`config.mk`:
```
export PLATFORM = sky130hd
export DESIGN_NAME = char_buf_reader
export DESIGN_NICKNAME = d
export VERILOG_FILES = /design/src/overlay_cfg_pkg.sv /design/src/glyph_pkg.sv /design/src/char_buf_reader.sv
export SDC_FILE = /design/constraint.sdc
export NUM_CORES = 1
export LEC_CHECK = 0
export BUFFER_PORTS_ARGS = -buffer_cell sky130_fd_sc_hd__buf_2
export CORE_MARGIN = 2
export CORE_UTILIZATION = 33
export CTS_CLUSTER_DIAMETER = 200
export CTS_CLUSTER_SIZE = 12
export DETAILED_ROUTE_END_ITERATION = 8
export GPL_TIMING_DRIVEN = 0
export MAX_ROUTING_LAYER = met4
export PLACE_DENSITY = 0.55
export SETUP_SLACK_MARGIN = 0.1
export SYNTH_ARGS = -nofsm -noshare
export SYNTH_HDL_FRONTEND = slang
export SYNTH_SLANG_ARGS = --single-unit
```
`constraint.sdc`:
```
create_clock -name clk -period 3.7 [get_ports clk]
set_input_delay 0 -clock clk [delete_from_list [all_inputs] [get_ports clk]]
set_output_delay 0 -clock clk [all_outputs]
set_load 0.05 [all_outputs]
```
`src/overlay_cfg_pkg.sv`:
```
// ----------------------------------------------------------------------
// text geometry types shared by the register block and the reader
// import wherever an overlay_geom_t or a register name is needed
// ----------------------------------------------------------------------

package overlay_cfg_pkg;

  // pixel coordinate or size on screen
  typedef logic [10:0] coord_t;

  // geometry of the text block, latched by the reader once per pass
  typedef struct packed {
    coord_t start_x;
    coord_t start_y;
    // cell width in pixels
    coord_t char_w;
    // line pitch in pixels
    coord_t char_h;
  } overlay_geom_t;

  // host register select
  typedef enum logic [1:0] {
    CFG_START_X = 2'd0,
    CFG_START_Y = 2'd1,
    CFG_CHAR_W  = 2'd2,
    CFG_CHAR_H  = 2'd3
  } cfg_reg_e;

endpackage

```
`src/glyph_pkg.sv`:
```
// ----------------------------------------------------------------------
// character codes, reader states and the glyph request sent downstream
// the request carries screen coordinates from overlay_cfg_pkg
// ----------------------------------------------------------------------

package glyph_pkg;

  import overlay_cfg_pkg::*;

  // control characters the reader interprets
  localparam logic [7:0] ASCII_LF    = 8'h0A;
  localparam logic [7:0] ASCII_CR    = 8'h0D;
  localparam logic [7:0] ASCII_SPACE = 8'h20;

  // pixel row inside a glyph
  typedef logic [5:0] glyph_row_t;

  // one glyph row to render at a given cell
  typedef struct packed {
    logic [7:0] ascii;
    glyph_row_t row;
    coord_t     pos_x;
    coord_t     pos_y;
  } glyph_req_t;

  typedef enum logic [2:0] {
    RD_READ_LEN = 3'd0,
    RD_SHOW     = 3'd1,
    RD_WAIT     = 3'd2,
    RD_CR       = 3'd3,
    RD_LF       = 3'd4
  } reader_state_e;

endpackage

```
`src/char_buf_reader.sv`:
```
// ----------------------------------------------------------------------
// walks the character buffer once per glyph pixel row and issues one
// glyph request per printable character, held until char_next
// spaces advance x, LF / CR-LF / lone CR end a text line
// ----------------------------------------------------------------------

`timescale 1ns/1ps

module char_buf_reader
  import overlay_cfg_pkg::*, glyph_pkg::*;
#(
  parameter int BUF_ADDR_W   = 12,
  parameter int LEN_ADDR     = 1023,
  parameter int GLYPH_HEIGHT = 18
) (
  input  logic                  clk,
  input  logic                  resetn,

  input  overlay_geom_t         geom,

  // character buffer read port
  output logic [BUF_ADDR_W-1:0] buf_raddr,
  input  logic [7:0]            buf_rdata,

  // glyph request to the renderer
  output glyph_req_t            req,
  output logic                  glyph_valid,
  input  logic                  char_next
);

  reader_state_e         state;
  logic [2:0]            cnt;
  overlay_geom_t         geom_q;
  logic [15:0]           str_len;
  logic [BUF_ADDR_W-1:0] line_ptr;
  logic [BUF_ADDR_W-1:0] next_line;
  logic                  at_end;
  glyph_row_t            row;
  coord_t                cur_x;
  coord_t                cur_y;

  logic is_space;
  logic is_lf;
  logic is_cr;
  logic printable;
  logic last_char;
  logic last_row;

  // decode of the byte at buf_raddr
  assign is_space  = (buf_rdata == ASCII_SPACE);
  assign is_lf     = (buf_rdata == ASCII_LF);
  assign is_cr     = (buf_rdata == ASCII_CR);
  assign printable = !is_space && !is_lf && !is_cr;

  assign last_char = (16'(buf_raddr) == str_len - 16'd1);
  assign last_row  = (row == glyph_row_t'(GLYPH_HEIGHT - 1));

  // ----------------------------------------------------------------------
  // request payload and per-pass geometry
  // ----------------------------------------------------------------------
  always_ff @(posedge clk) begin
    if (state == RD_READ_LEN && cnt == 3'd0) begin
      geom_q <= geom;
    end
    if (state == RD_SHOW && !glyph_valid && printable) begin
      req <= '{ascii: buf_rdata, row: row, pos_x: cur_x, pos_y: cur_y};
    end
  end

  // ----------------------------------------------------------------------
  // walk FSM
  // ----------------------------------------------------------------------
  always_ff @(posedge clk) begin
    if (!resetn) begin
      state       <= RD_READ_LEN;
      cnt         <= '0;
      buf_raddr   <= BUF_ADDR_W'(LEN_ADDR);
      glyph_valid <= 1'b0;
      str_len     <= '0;
      line_ptr    <= '0;
      next_line   <= '0;
      at_end      <= 1'b0;
      row         <= '0;
      cur_x       <= '0;
      cur_y       <= '0;
    end else begin
      case (state)
        // length bytes, high first, polled every five cycles while zero
        RD_READ_LEN: begin
          cnt <= cnt + 3'd1;
          case (cnt)
            3'd0: buf_raddr <= BUF_ADDR_W'(LEN_ADDR);
            3'd1: buf_raddr <= BUF_ADDR_W'(LEN_ADDR + 1);
            3'd2: begin
              str_len[15:8] <= buf_rdata;
              buf_raddr     <= '0;
            end
            3'd3: str_len[7:0] <= buf_rdata;
            default: begin
              cnt      <= '0;
              row      <= '0;
              line_ptr <= '0;
              cur_x    <= geom_q.start_x;
              cur_y    <= geom_q.start_y;
              if (str_len != 16'd0) begin
                state <= RD_SHOW;
              end
            end
          endcase
        end

        RD_SHOW: begin
          if (glyph_valid) begin
            // hold everything until the renderer takes the request
            if (char_next) begin
              glyph_valid <= 1'b0;
              if (last_char) begin
                at_end <= 1'b1;
                state  <= RD_LF;
              end else begin
                buf_raddr <= buf_raddr + 1'b1;
                cur_x     <= cur_x + geom_q.char_w;
                state     <= RD_WAIT;
              end
            end
          end else if (is_space) begin
            buf_raddr <= buf_raddr + 1'b1;
            cur_x     <= cur_x + geom_q.char_w;
            state     <= RD_WAIT;
          end else if (is_lf) begin
            next_line <= buf_raddr + 1'b1;
            at_end    <= 1'b0;
            state     <= RD_LF;
          end else if (is_cr) begin
            // peek at the next byte for a CR-LF pair
            buf_raddr <= buf_raddr + 1'b1;
            cnt       <= '0;
            state     <= RD_CR;
          end else begin
            glyph_valid <= 1'b1;
          end
        end

        // one cycle for the new address to reach buf_rdata
        RD_WAIT: begin
          state <= RD_SHOW;
        end

        RD_CR: begin
          if (cnt == 3'd0) begin
            cnt <= 3'd1;
          end else begin
            // a lone CR leaves the next line starting at the peeked byte
            next_line <= is_lf ? buf_raddr + 1'b1 : buf_raddr;
            at_end    <= 1'b0;
            state     <= RD_LF;
          end
        end

        // end of a text line, or of the string
        RD_LF: begin
          cur_x <= geom_q.start_x;
          if (!last_row) begin
            row       <= row + 1'b1;
            buf_raddr <= line_ptr;
            state     <= RD_WAIT;
          end else if (at_end) begin
            cnt       <= '0;
            buf_raddr <= BUF_ADDR_W'(LEN_ADDR);
            state     <= RD_READ_LEN;
          end else begin
            row       <= '0;
            cur_y     <= cur_y + geom_q.char_h;
            line_ptr  <= next_line;
            buf_raddr <= next_line;
            state     <= RD_WAIT;
          end
        end

        default: begin
          cnt   <= '0;
          state <= RD_READ_LEN;
        end
      endcase
    end
  end

endmodule

```
==> flow_metrics.tcl <==
set metrics [dict create \
    crit_fanout 10 \
    seq_area_frac_synth_pct 50.52 \
    clk_root_buffer_cell "clkbuf_16" \
    layout_min_cycle_time_ns 3.056 \
    synth_edf_count 80 \
    hold_viol_final 0 \
    die_y_um 162.0 \
    finalCritPeriodShare_pct 82.60 \
    hp-start "resetn" \
    fin_tns_setup_ns 0 \
    grt_pass1_wl_um 37020 \
    grt_util_met3_pct 3.141 \
    grt_usage_pct 18.72 \
    drv_slew 0 \
    mostFrequentLayoutCells "buf_2 (107), dfxtp_1 (88), nand2_1 (83), edfxtp_1 (80), nor2_1 (70)" \
    worst_hold_slack_ns 0.1091 \
    avgSynthCellArea_um2 9.848 \
    wl_um 23070 \
    drtPass1Iterations 5 \
    rr_startpoint "state[0]" \
    hpwl_um 16650 \
    netlist_area_mm2 0.008243 \
    die_x_um 162.0 \
    worstSetupPathType "reg2reg" \
    relSlewSlack_pct 40.26 \
    max-vdd-ir-drop_v 0.0003342 \
    cts.sinks 168 \
    ys.warnings.count 0 \
    drt_iter0_drc 439 \
    antenna_found_initial 0 \
    finalClockSkew_ns 0.01099 \
    grt_pass1_vias 6686 \
    fin_area_mm2 0.01032 \
    r2r_cells 10 \
    coreArea_mm2 0.02439 \
    rows 57 \
    syn_nets 923 \
    ys_types 64 \
    grt.busiest_layer "met2" \
    initial_core_util_pct 33.80 \
    layout_commonest_cell "buf_2" \
    io_buffers 102 \
    async_flop_share_pct 0 \
    drc 0 \
    grtUsageMet1_pct 25.15 \
    antenna_cells 0 \
    place_congestion 0.8703 \
    clockBufferDepth 2 \
    numCtsBuffers 17 \
    syn_inst 837 \
    dpl-instance-area_mm2 0.009214 \
    r2r_end "cur_x[4]" \
    grt_max_degree 24 \
    power_density_mw_per_mm2 881.4 \
    globalRouteMet2Util_pct 29.25 \
    max_freq_mhz 327.2 \
    worstMarginPinSlew_ns 0.8921 \
    setup_viol_count_final 0 \
    dpl.cell_count 1265 \
    area_delta_synth_final_pct 25.17 \
    p_leak_nw 3.974 \
    start_kind "flip-flop" \
    crit_start "state[0]" \
    grt_overflow 0 \
    viasPerCell 5.205 \
    holdPathEnd "buf_raddr[8]" \
    whs_path_depth 3 \
    nNetsFinal 1099 \
    tritoncts "built" \
    clk_latency_ns 0.44 \
    wl_per_cell_um 17.09 \
    ios 104 \
    hold_buffers 53 \
    rsz0062_at_grt "no" \
    r2r_setup_slack_ns 0.64 \
    postRouteAntennaNets 0 \
    end_kind "flip-flop" \
    cts_setup_buffers 0 \
    fin_cells 1350 \
    vias 7027 \
    cp.arrival_ns 3.40 \
    synth_seq_cells 168 \
    ys.flop_type "dfxtp_1" \
    drive_above_1_share_pct 15.59 \
    max_cap_violations 0 \
    ctsResizeCount 0 \
    hold_class "in2reg" \
    crit_required_ns 4.04 \
    dieArea_mm2 0.02626 \
    htreeDepth 4 \
    status "complete, no violations" \
    clk_pin_slew_ns 0.07 \
]
## how the worst max path moves through the flow
| stage | endpoint | slack (ns) |
|---|---|---|
| after floorplan | geom_q[0] | 0.55 |
| after global placement | geom_q[34] | -0.68 |
| after detailed placement | buf_raddr[6] | 0.67 |
| after CTS | buf_raddr[6] | 0.68 |
| after global routing | cur_y[4] | 0.37 |
| final | cur_x[4] | 0.64 |
## cells by family after synthesis
logic type | Yosys count | share of synthesized area [%]
and+or+nand+nor | 309 | 18.46
xor gates and xnor gates | 40 | 4.250
buffers and inverters | 73 | 3.582
AOI/OAI and AO/OA | 201 | 16.47
adders and majority gates | 31 | 4.888
muxes | 15 | 1.837
DFF | 168 | 50.52
## registers in the layout (all words and copies together) (netlist names)
name / cells
line_ptr: 12
buf_raddr: 12
cnt: 3
cur_x: 11
row: 6
req: 36
cur_y: 11
at_end: 1
glyph_valid: 1
geom_q: 44
str_len: 16
next_line: 12
state: 3
## cell usage after synthesis, drive strengths merged, types with 14 or more instances
library cell / number / area [um^2]
a211oi: 22 / 165.2
nor2: 71 / 266.5
nand2: 84 / 322.8
o21ai: 38 / 190.2
inv: 23 / 86.33
ha: 29 / 362.9
xor2: 25 / 219.0
a21oi: 57 / 300.3
edfxtp: 80 / 2402
xnor2: 15 / 131.4
clkbuf: 40 / 150.1
nand3: 39 / 195.2
dfxtp: 88 / 1762
mux2i: 14 / 140.1
nor3: 27 / 135.1
## worst max-delay path, cell delays in order, from the launching register on
cell	delay (ns)
dfxtp_1	0.31
clkbuf_1	0.28
or2_2	0.17
clkbuf_1	0.25
nor2_1	0.22
a21o_1	0.30
or3_1	0.35
o22ai_1	0.23
clkbuf_1	0.49
nor3_1	0.09
a311oi_1	0.27
## report_power, final
| group | internal (mW) | switching [mW] |
|---|---|---|
| clock | 0.909 | 0.834 |
| combinational | 1.51 | 2.87 |
| sequential | 2.66 | 0.317 |
## metrics by stage
stage	util, %	power (mW)	worst slack, ns
after global routing	42.30	9.751	0.3685
after global placement	37.55	7.024	-0.6830
after CTS	42.30	9.151	0.6770
after floorplan	-	6.162	0.5488
final	42.30	9.093	0.6438
after detailed placement	37.78	7.343	0.6739
## final cells by class
| type | instances | area [um^2] |
|---|---|---|
| Sequential cell | 168 | 4164 |
| Fill cell | 2425 | 14070 |
| Clock buffer | 18 | 439.2 |
| Inverter | 23 | 86.33 |
| Buffer | 50 | 209.0 |
| Multi-Input combinational cell | 596 | 3791 |
| Clock inverter | 14 | 133.9 |
| Tap cell | 324 | 405.4 |
| Timing Repair Buffer | 157 | 1089 |
## metal layers
metal | vias to the layer above | wire, um
li1 | 3458 | -
met1 | 3356 | 10870
met5 | - | 0
met3 | 27 | 1175
met4 | 0 | 405
met2 | 186 | 10620
(Power assumes the default switching activity.)
