<file path="config.mk">
export PLATFORM = sky130hd
export DESIGN_NAME = overlay_cfg_regs
export DESIGN_NICKNAME = d
export VERILOG_FILES = /design/src/overlay_cfg_pkg.sv /design/src/overlay_cfg_regs.sv
export SDC_FILE = /design/constraint.sdc
export NUM_CORES = 1
export LEC_CHECK = 0
export BUFFER_PORTS_ARGS = -buffer_cell sky130_fd_sc_hd__buf_2
export CAP_MARGIN = 20
export CORE_MARGIN = 2
export CORE_UTILIZATION = 52
export DETAILED_ROUTE_END_ITERATION = 8
export GPL_TIMING_DRIVEN = 0
export HOLD_SLACK_MARGIN = 0.15
export PLACE_DENSITY = 0.83
export RECOVER_POWER = 50
export REMOVE_ABC_BUFFERS = 1
export SYNTH_ARGS = -nofsm -noshare
export SYNTH_HDL_FRONTEND = slang
export SYNTH_SLANG_ARGS = --single-unit
</file>
<file path="constraint.sdc">
create_clock -name clk -period 2.9 [get_ports clk]
set_input_delay 0.87 -clock clk [delete_from_list [all_inputs] [get_ports clk]]
set_output_delay 0.87 -clock clk [all_outputs]
set_load 0.01 [all_outputs]
</file>
<file path="src/overlay_cfg_pkg.sv">
// ----------------------------------------------------------------------
// text geometry types shared by the register block and the reader
// import wherever an overlay_geom_t or a register name is needed
// ----------------------------------------------------------------------

package overlay_cfg_pkg;

  // pixel coordinate or size on screen
  typedef logic [10:0] coord_t;

  // geometry of the text block, latched by the reader once per pass
  typedef struct packed {
    coord_t start_x;
    coord_t start_y;
    // cell width in pixels
    coord_t char_w;
    // line pitch in pixels
    coord_t char_h;
  } overlay_geom_t;

  // host register select
  typedef enum logic [1:0] {
    CFG_START_X = 2'd0,
    CFG_START_Y = 2'd1,
    CFG_CHAR_W  = 2'd2,
    CFG_CHAR_H  = 2'd3
  } cfg_reg_e;

endpackage

</file>
<file path="src/overlay_cfg_regs.sv">
// ----------------------------------------------------------------------
// host-writable text geometry registers
// one register written per cfg_we strobe and visible the next cycle
// ----------------------------------------------------------------------

`timescale 1ns/1ps

module overlay_cfg_regs
  import overlay_cfg_pkg::*;
(
  input  logic          clk,
  input  logic          resetn,

  // host write strobe
  input  logic          cfg_we,
  input  cfg_reg_e      cfg_sel,
  input  coord_t        cfg_wdata,

  // current geometry as sampled by the reader at the start of a pass
  output overlay_geom_t geom
);

  // default placement after reset
  localparam overlay_geom_t GEOM_RESET = '{
    start_x: 11'd10,
    start_y: 11'd10,
    char_w:  11'd10,
    char_h:  11'd20
  };

  always_ff @(posedge clk) begin
    if (!resetn) begin
      geom <= GEOM_RESET;
    end else if (cfg_we) begin
      case (cfg_sel)
        CFG_START_X: geom.start_x <= cfg_wdata;
        CFG_START_Y: geom.start_y <= cfg_wdata;
        CFG_CHAR_W:  geom.char_w  <= cfg_wdata;
        CFG_CHAR_H:  geom.char_h  <= cfg_wdata;
      endcase
    end
  end

endmodule

</file>
==> results of run 1 <==
## layout make-up
cell class	instances	area [µm²]	area share
Clock inverter	2	38.8	0.0194
Inverter	2	7.51	0.00375
Timing Repair Buffer	59	249	0.124
Tap cell	44	55.1	0.0275
Clock buffer	6	51.3	0.0256
Sequential cell	44	881	0.440
Multi-Input combinational cell	107	718	0.359
## synthesized netlist by cell type
master	count	area (µm²)
nand2_1	47	176
dfxtp_1	44	881
mux2i_1	42	420
nor2b_1	8	50.1
clkbuf_1	6	22.5
buf_2	3	15.0
inv_1	2	7.51
nand4_1	2	12.5
o211ai_1	2	15.0
and3_1	1	6.26
and3b_1	1	8.76
buf_4	1	7.51
buf_6	1	11.3
nand3_1	1	5.00
nand3b_1	1	7.51
nor3b_1	1	7.51
or3b_1	1	8.76
## worst reg2reg max path, cell delays in order (launching register included)
cell and delay, ps:
dfxtp_1 340, nor2b_1 120, mux2i_1 90
## stage by stage
step                cell area [µm²]  setup WS, ps  hold slack [ps]
CTS                            2050          1150              465
detailed placement             1960           778              443
global route                   2000           966              485
floorplan                      1610          1200              479
finish                         2000          1110              462
global placement               1960           774              440
## logic make-up (layout without fill, tap and decap cells)
logic type             Yosys count  in the layout  share of synthesized area
AO/OA/AOI/OAI                    2              2                    0.00903
buffers and inverters           13             69                     0.0384
flip-flops                      44             44                      0.530
multiplexers                    42             42                      0.253
AND/OR/NAND/NOR                 63             63                      0.170
## final timing paths
path / slack (ps) / to / cells past startpoint
worst max register to register: 2220 / geom[14] / 2
worst min-delay path: 460 / geom[32] / 2
worst min register to register: 460 / geom[32] / 2
worst max-delay path: 1110 / geom[14] / 3
## power breakdown
group	switching (mW)	internal, mW
Combinational	0.0620	0.0412
Sequential	0.0107	0.626
Clock	0.196	0.207
## per-layer routing
layer | part of all wire | global-route usage
met1 | 0.46 | 0.228
met2 | 0.47 | 0.323
met3 | 0.048 | 0.0512
met4 | 0.019 | 0.0901
met5 | 0 | 0
==> flow_summary.ini, run 1 <==
[power_and_ir_drop]
peakVddDrop_mv = 0.305
p_per_area_nw_per_um2 = 571
power_leakage_nw = 0.927
power.total_mw = 1.14

[layout]
instances_no_fill = 264
final_common_cell = nand2_1
area_growth_pct = 20.3
utilization = 0.655
top_register = geom
fin_nets = 235
largest_reg_flops = 44
num-fill-cells = 315
layout-drive-gt1-share = 0.136
final_cell_mix = nand2_1 (47), dfxtp_1 (44), mux2i_1 (42)
reg_top3 = geom x44
n_antenna_cell = 0

[floorplan]
die_area_um2 = 3670
core_um2 = 3050
io_pins = 60
rows = 20
die_y_um = 60.6
initial_core_util = 0.545
die_w_um = 60.6

[run]
maxCapViolCount = 0

[timing]
fin_worst_skew_ps = 0
tns_ps = 0
tightestPinTransition_ps = 970
finalHoldViolations = 0
slew_headroom = 0.353
min_period_over_period = 0.619
drv_slew = 0
rsz0062_at_grt = false
period_needed_ps = 1790
max_freq_ghz = 0.557
setup_viol = 0

[placed_design]
gp_congestion = 0.712
port_buffers = 59
placed_cells = 256
hpwl_um = 2240

[hold_path]
hp-class = reg -> reg
hp-start = geom[32]

[drt]
firstDrtPassIters = 4
ant_nets = 0
post_drt_wl_per_cell_um = 12.2
drt_iter0_markers = 56
drt-vias-per-instance = 4.86
vias = 1282
wirelength_um = 3230
drc_errors = 0

[clock_tree]
cts_buffers = 5
clockRootBuffer = clkbuf_4
cts-resized-gates = 0
postCtsSetupBuffers = 0
numClockSinks = 44
postCtsHoldBufs = 0
clkTransAtPathRegs_ps = 130
cts_tree = yes
clk_path_buf_depth = 2
clk_latency_ps = 340
cts_max_level = 2

[global_routing]
antenna_found_initial = 0
grt_pass1_vias = 1136
grt-ovfl-total = 0
grt_max_degree = 58
grt_usage = 0.191
grt_pass1_wl_um = 5100

[worst_setup_path]
crit_path_top_delay_cell = clkbuf_2
cp.arrival_ps = 2020
worst_ep_required_time_ps = 3120
startpoint_type = input port
crit_chain = clkbuf_2 > nor2b_1 > mux2i_1
crit_path_end_kind = flip-flop
worst-setup-path-type = in -> reg
worstPathMaxFanout = 57
crit_family = buffers and inverters
path_buf_inv = 1
startpoint = resetn
cp_slowest_stage_delay_ps = 710
crit-reg2reg-launch = geom[14]

[yosys]
yosysSeqAreaShare = 0.530
ys_seq_elements = 44
synth_area_um2 = 1660
yosysWarnings = 0
ys_types = 17
syn_avg_cell_area_um2 = 10.1
synth_cells = 164

[status]
outcome = completed
Power figures use the tool's default switching activity.
==> inputs of run 2 (changes only) <==
--- a/config.mk
+++ b/config.mk
@@ -8,11 +8,11 @@
 export BUFFER_PORTS_ARGS = -buffer_cell sky130_fd_sc_hd__buf_2
 export CAP_MARGIN = 20
 export CORE_MARGIN = 2
-export CORE_UTILIZATION = 52
+export CORE_UTILIZATION = 48
 export DETAILED_ROUTE_END_ITERATION = 8
 export GPL_TIMING_DRIVEN = 0
 export HOLD_SLACK_MARGIN = 0.15
-export PLACE_DENSITY = 0.83
+export PLACE_DENSITY = 0.78
 export RECOVER_POWER = 50
 export REMOVE_ABC_BUFFERS = 1
 export SYNTH_ARGS = -nofsm -noshare
==> constraint.sdc (replaced) <==
create_clock -name clk -period 1.7 [get_ports clk]
set_input_delay 0.51 -clock clk [delete_from_list [all_inputs] [get_ports clk]]
set_output_delay 0.51 -clock clk [all_outputs]
set_load 0.01 [all_outputs]
==> run 2 against run 1 <==
First-iteration DRC count up 7.1%; sequential share of layout area grew 0.73 points; largest power group unchanged; worst setup slack got worse by 840 ps; die area rose by 7.8%; clock skew is the same; non-clock buffer count stayed put; clock-buffer cell count increased by 2.
==> flow_summary.ini, run 2 (synthesis gave the netlist of run 1 again) <==
[placed_design]
post-place-ws_ps = -104
place_area_um2 = 1960
gp_congestion = 0.717
placed_cells = 258
hpwl_um = 2180
port_buffers = 59

[run]
maxCapViolCount = 0

[drt]
firstDrtPassIters = 4
vias = 1276
post_drt_wl_per_cell_um = 12.1
ant_nets = 0
wirelength_um = 3210
drc_errors = 0
drt_iter0_markers = 60
drt-vias-per-instance = 4.80

[clock_tree]
clockRootBuffer = clkbuf_4
clk_path_buf_depth = 2
clk_latency_ps = 340
postCtsHoldBufs = 0
postCtsSetupBuffers = 0
cts_buffers = 5
cts-resized-gates = 0
cts_max_level = 2
cts_tree = yes
numClockSinks = 44
clkTransAtPathRegs_ps = 120

[layout]
reg_top3 = geom x44
layout-drive-gt1-share = 0.114
final_common_cell = nand2_1
n_antenna_cell = 0
top_register = geom
largest_reg_flops = 44
fin_area_um2 = 1970
final_cell_mix = nand2_1 (47), dfxtp_1 (44), mux2i_1 (42), clkbuf_1 (42), buf_2 (19)
fin_nets = 235
instances_no_fill = 266
area_growth_pct = 18.4

[worst_setup_path]
crit_path_end_kind = flip-flop
crit-reg2reg-launch = geom[18]
cp.arrival_ps = 1690
endpoint = geom[18]
worst_ep_required_time_ps = 1960
reg2reg_depth = 2
critical_path_depth = 3
cp_slowest_stage_delay_ps = 680
startpoint = cfg_sel[0]
reg2reg_setup_slack_ps = 1050
path_buf_inv = 1
crit_family = simple AND/OR/NAND/NOR gates
worst-setup-path-type = in -> reg
crit_path_top_delay_cell = nand3b_1
crit_chain = buf_2 > nand3b_1 > mux2i_1
worstPathMaxFanout = 11
startpoint_type = input port
timing.rr.end = geom[18]

[global_routing]
antenna_found_initial = 0
grt_usage = 0.181
grt_max_degree = 58
grt_pass1_wl_um = 5550
grt_pass1_vias = 1198
grt-ovfl-total = 0

[power_and_ir_drop]
power.total_mw = 1.77
power_leakage_nw = 0.901
peakVddDrop_mv = 0.533
p_per_area_nw_per_um2 = 899

[timing]
fin_worst_skew_ps = 0
rsz0062_at_grt = false
slew_headroom = 0.400
finalHoldViolations = 0
tns_ps = 0
max_freq_ghz = 0.699
drv_slew = 0
period_needed_ps = 1430
setup_viol = 0
tightestPinTransition_ps = 900
worst_slack_ps = 270
min_period_over_period = 0.841

[hold_path]
hp-class = in -> reg

[floorplan]
core_um2 = 3340
die_area_um2 = 3950
initial_core_util = 0.498
io_pins = 60
die_y_um = 62.9
rows = 21
die_w_um = 62.9

[status]
outcome = completed
## run 2: routing by layer
metal / share of wire / track usage / wire length [µm] / vias to the layer above
met1: 0.50 / 0.237 / 1620 / 569
li1: - / - / - / 653
met5: 0 / 0 / 0 / -
met4: 0.022 / 0.0917 / 71 / 0
met2: 0.40 / 0.269 / 1290 / 46
met3: 0.073 / 0.0577 / 233 / 8
## run 2: tightest hold or removal path: stages
cell	delay (ps)
buf_2	110
nand2_1	50
mux2i_1	60
## run 2: layout make-up
cell class | instances | area, µm²
Inverter | 2 | 7.51
Fill cell | 333 | 1370
Timing Repair Buffer | 59 | 245
Clock buffer | 8 | 58.8
Tap cell | 46 | 57.6
Multi-Input combinational cell | 107 | 718
Sequential cell | 44 | 881
## run 2: where the power goes
part	internal (mW)	switching, mW
logic	0.0696	0.107
registers	1.07	0.0188
clock network	0.204	0.301
total	1.34	0.427
## run 2: stage by stage
stage | hold WS (ps) | utilization
floorplan | 479 | -
global placement | 439 | 0.587
detailed placement | 447 | 0.587
CTS | 405 | 0.605
global route | 415 | 0.590
finish | 413 | 0.590
## run 2: how the worst min path moves through the flow
stage	startpoint	end	slack (ps)	depth (start not counted)
after floorplan	geom[1]	geom[1]	480	2
after global placement	geom[43]	geom[43]	440	2
after detailed placement	geom[22]	geom[22]	450	2
after CTS	cfg_wdata[3]	geom[3]	410	3
after global routing	cfg_wdata[1]	geom[1]	410	3
final	cfg_wdata[3]	geom[3]	410	3
==> inputs of run 3 (changes only) <==
==> constraint.sdc (replaced) <==
create_clock -name clk -period 1.4 [get_ports clk]
set_input_delay 0.42 -clock clk [delete_from_list [all_inputs] [get_ports clk]]
set_output_delay 0.42 -clock clk [all_outputs]
set_load 0.01 [all_outputs]
==> run 3 against run 2 <==
Sequential share of layout area is 1.4 points lower; critical path depth is 2 lower; final cell count is 0.75% higher; wire length hardly changed; global-route usage stayed put; non-clock buffer count is 2 higher; register-to-register slack worse by 280 ps; power is 22% higher; first-iteration DRC count is 1.7% lower; worst hold slack worse by 89 ps; worst setup slack worse by 140 ps; critical path type is now reg -> out; critical endpoint is now geom[35]; largest cell class unchanged; largest power group unchanged; highest routed layer unchanged.
==> flow_summary.ini, run 3 (synthesis gave the netlist of run 1 again) <==
[timing]
whs_ps = 323
tightestPinTransition_ps = 702
min_period_over_period = 0.904
tns_ps = 0
fin_worst_skew_ps = 0
worst_slack_ps = 135
rsz0062_at_grt = false
finalHoldViolations = 0
period_needed_ps = 1260
drv_slew = 0
setup_viol = 0
max_freq_ghz = 0.791
slew_headroom = 0.532

[hold_path]
worst_hold_path.endpoint = geom[1]
hp-class = in -> reg
hp-start = cfg_wdata[1]
hold_depth = 3

[clock_tree]
numClockSinks = 44
cts_max_level = 2
cts_buffers = 5
clk_path_buf_depth = 2
cts_tree = yes
clockRootBuffer = clkbuf_4
clk_latency_ps = 340
clkTransAtPathRegs_ps = 110
postCtsHoldBufs = 0

[floorplan]
core_um2 = 3340
die_area_um2 = 3950
io_pins = 60
rows = 21
die_w_um = 62.9
die_y_um = 62.9
initial_core_util = 0.498

[drt]
drt_iter0_markers = 59
wirelength_um = 3210
firstDrtPassIters = 4
drc_errors = 0
ant_nets = 0
vias = 1299
post_drt_wl_per_cell_um = 12.0
drt-vias-per-instance = 4.85

[layout]
utilization = 0.609
area_growth_pct = 22.3
num-fill-cells = 308
n_antenna_cell = 0
reg_top3 = geom x44
final_cell_mix = buf_2 (56), nand2_1 (47), dfxtp_1 (44)
largest_reg_flops = 44
top_register = geom
final_common_cell = buf_2
fin_nets = 237
layout-drive-gt1-share = 0.293
instances_no_fill = 268

[worst_setup_path]
crit-reg2reg-launch = geom[25]
worst_ep_required_time_ps = 980
reg2reg_setup_slack_ps = 770
path_buf_inv = 1
crit_path_top_delay_cell = dfxtp_1
crit_chain = buf_2
reg2reg_depth = 2
crit_family = flip-flops
cp.arrival_ps = 840
crit_path_end_kind = output pin
worstPathMaxFanout = 2
timing.rr.end = geom[25]
startpoint_type = flip-flop
worst-setup-path-type = reg -> out
startpoint = geom[35]
cp_slowest_stage_delay_ps = 360

[global_routing]
grt_pass1_wl_um = 5550
grt_pass1_vias = 1198
grt-ovfl-total = 0
grt_max_degree = 58
antenna_found_initial = 0
grt_usage = 0.181

[run]
maxCapViolCount = 0

[placed_design]
port_buffers = 59
placed_cells = 258
post-place-ws_ps = -314
gp_congestion = 0.717
hpwl_um = 2180

[power_and_ir_drop]
power_switching_share = 0.239
peakVddDrop_mv = 0.657
share_comb_of_total_power = 0.105
power_leakage_nw = 1.05
p_int_mw = 1.64
p_sw_uw = 517
clkPwrFrac = 0.284
p_per_area_nw_per_um2 = 1060
p_seq_frac = 0.611

[status]
outcome = completed
run 3: repair_timing:
| action | 4_1_cts | 5_1_grt |
|---|---|---|
| buffers inserted | 0 | 2 |
| setup endpoints to repair | 0 | 18 |
| resized for setup | 0 | 1 |
run 3: layer usage:
| metal | wire length (µm) | track usage | part of all wire |
|---|---|---|---|
| met1 | 1590 | 0.237 | 0.50 |
| met2 | 1310 | 0.269 | 0.41 |
| met4 | 70 | 0.0917 | 0.022 |
| met5 | 0 | 0 | 0 |
| met3 | 240 | 0.0577 | 0.075 |
run 3: power groups by stage:
stage	registers [mW]	clock network (mW)	logic, mW
after floorplan	1.37	0	0.0920
after global placement	1.35	0	0.224
after detailed placement	1.35	0	0.226
after CTS	1.32	0.641	0.227
after global routing	1.32	0.683	0.252
final	1.32	0.614	0.227
run 3: worst max-delay path by stage:
stage / endpoint / cells past startpoint
after floorplan: geom[35] / 2
after global placement: geom[12] / 3
after detailed placement: geom[18] / 3
after CTS: geom[18] / 3
after global routing: geom[23] / 3
final: geom[35] / 1
run 3: stage by stage:
step	cell area [µm²]	power, mW
3_5_place_dp	1960	1.57
6_report	2030	2.16
2_1_floorplan	1610	1.46
4_1_cts	2020	2.19
3_3_place_gp	1960	1.57
5_1_grt	2030	2.26
run 3: layout make-up:
class | instances | area [µm²] | area share
sequential | 44 | 881 | 0.433
multi-input combinational | 107 | 718 | 0.353
timing repair buffer | 61 | 310 | 0.153
clock buffer | 8 | 58.8 | 0.0289
tap | 46 | 57.6 | 0.0283
inverter | 2 | 7.51 | 0.00369
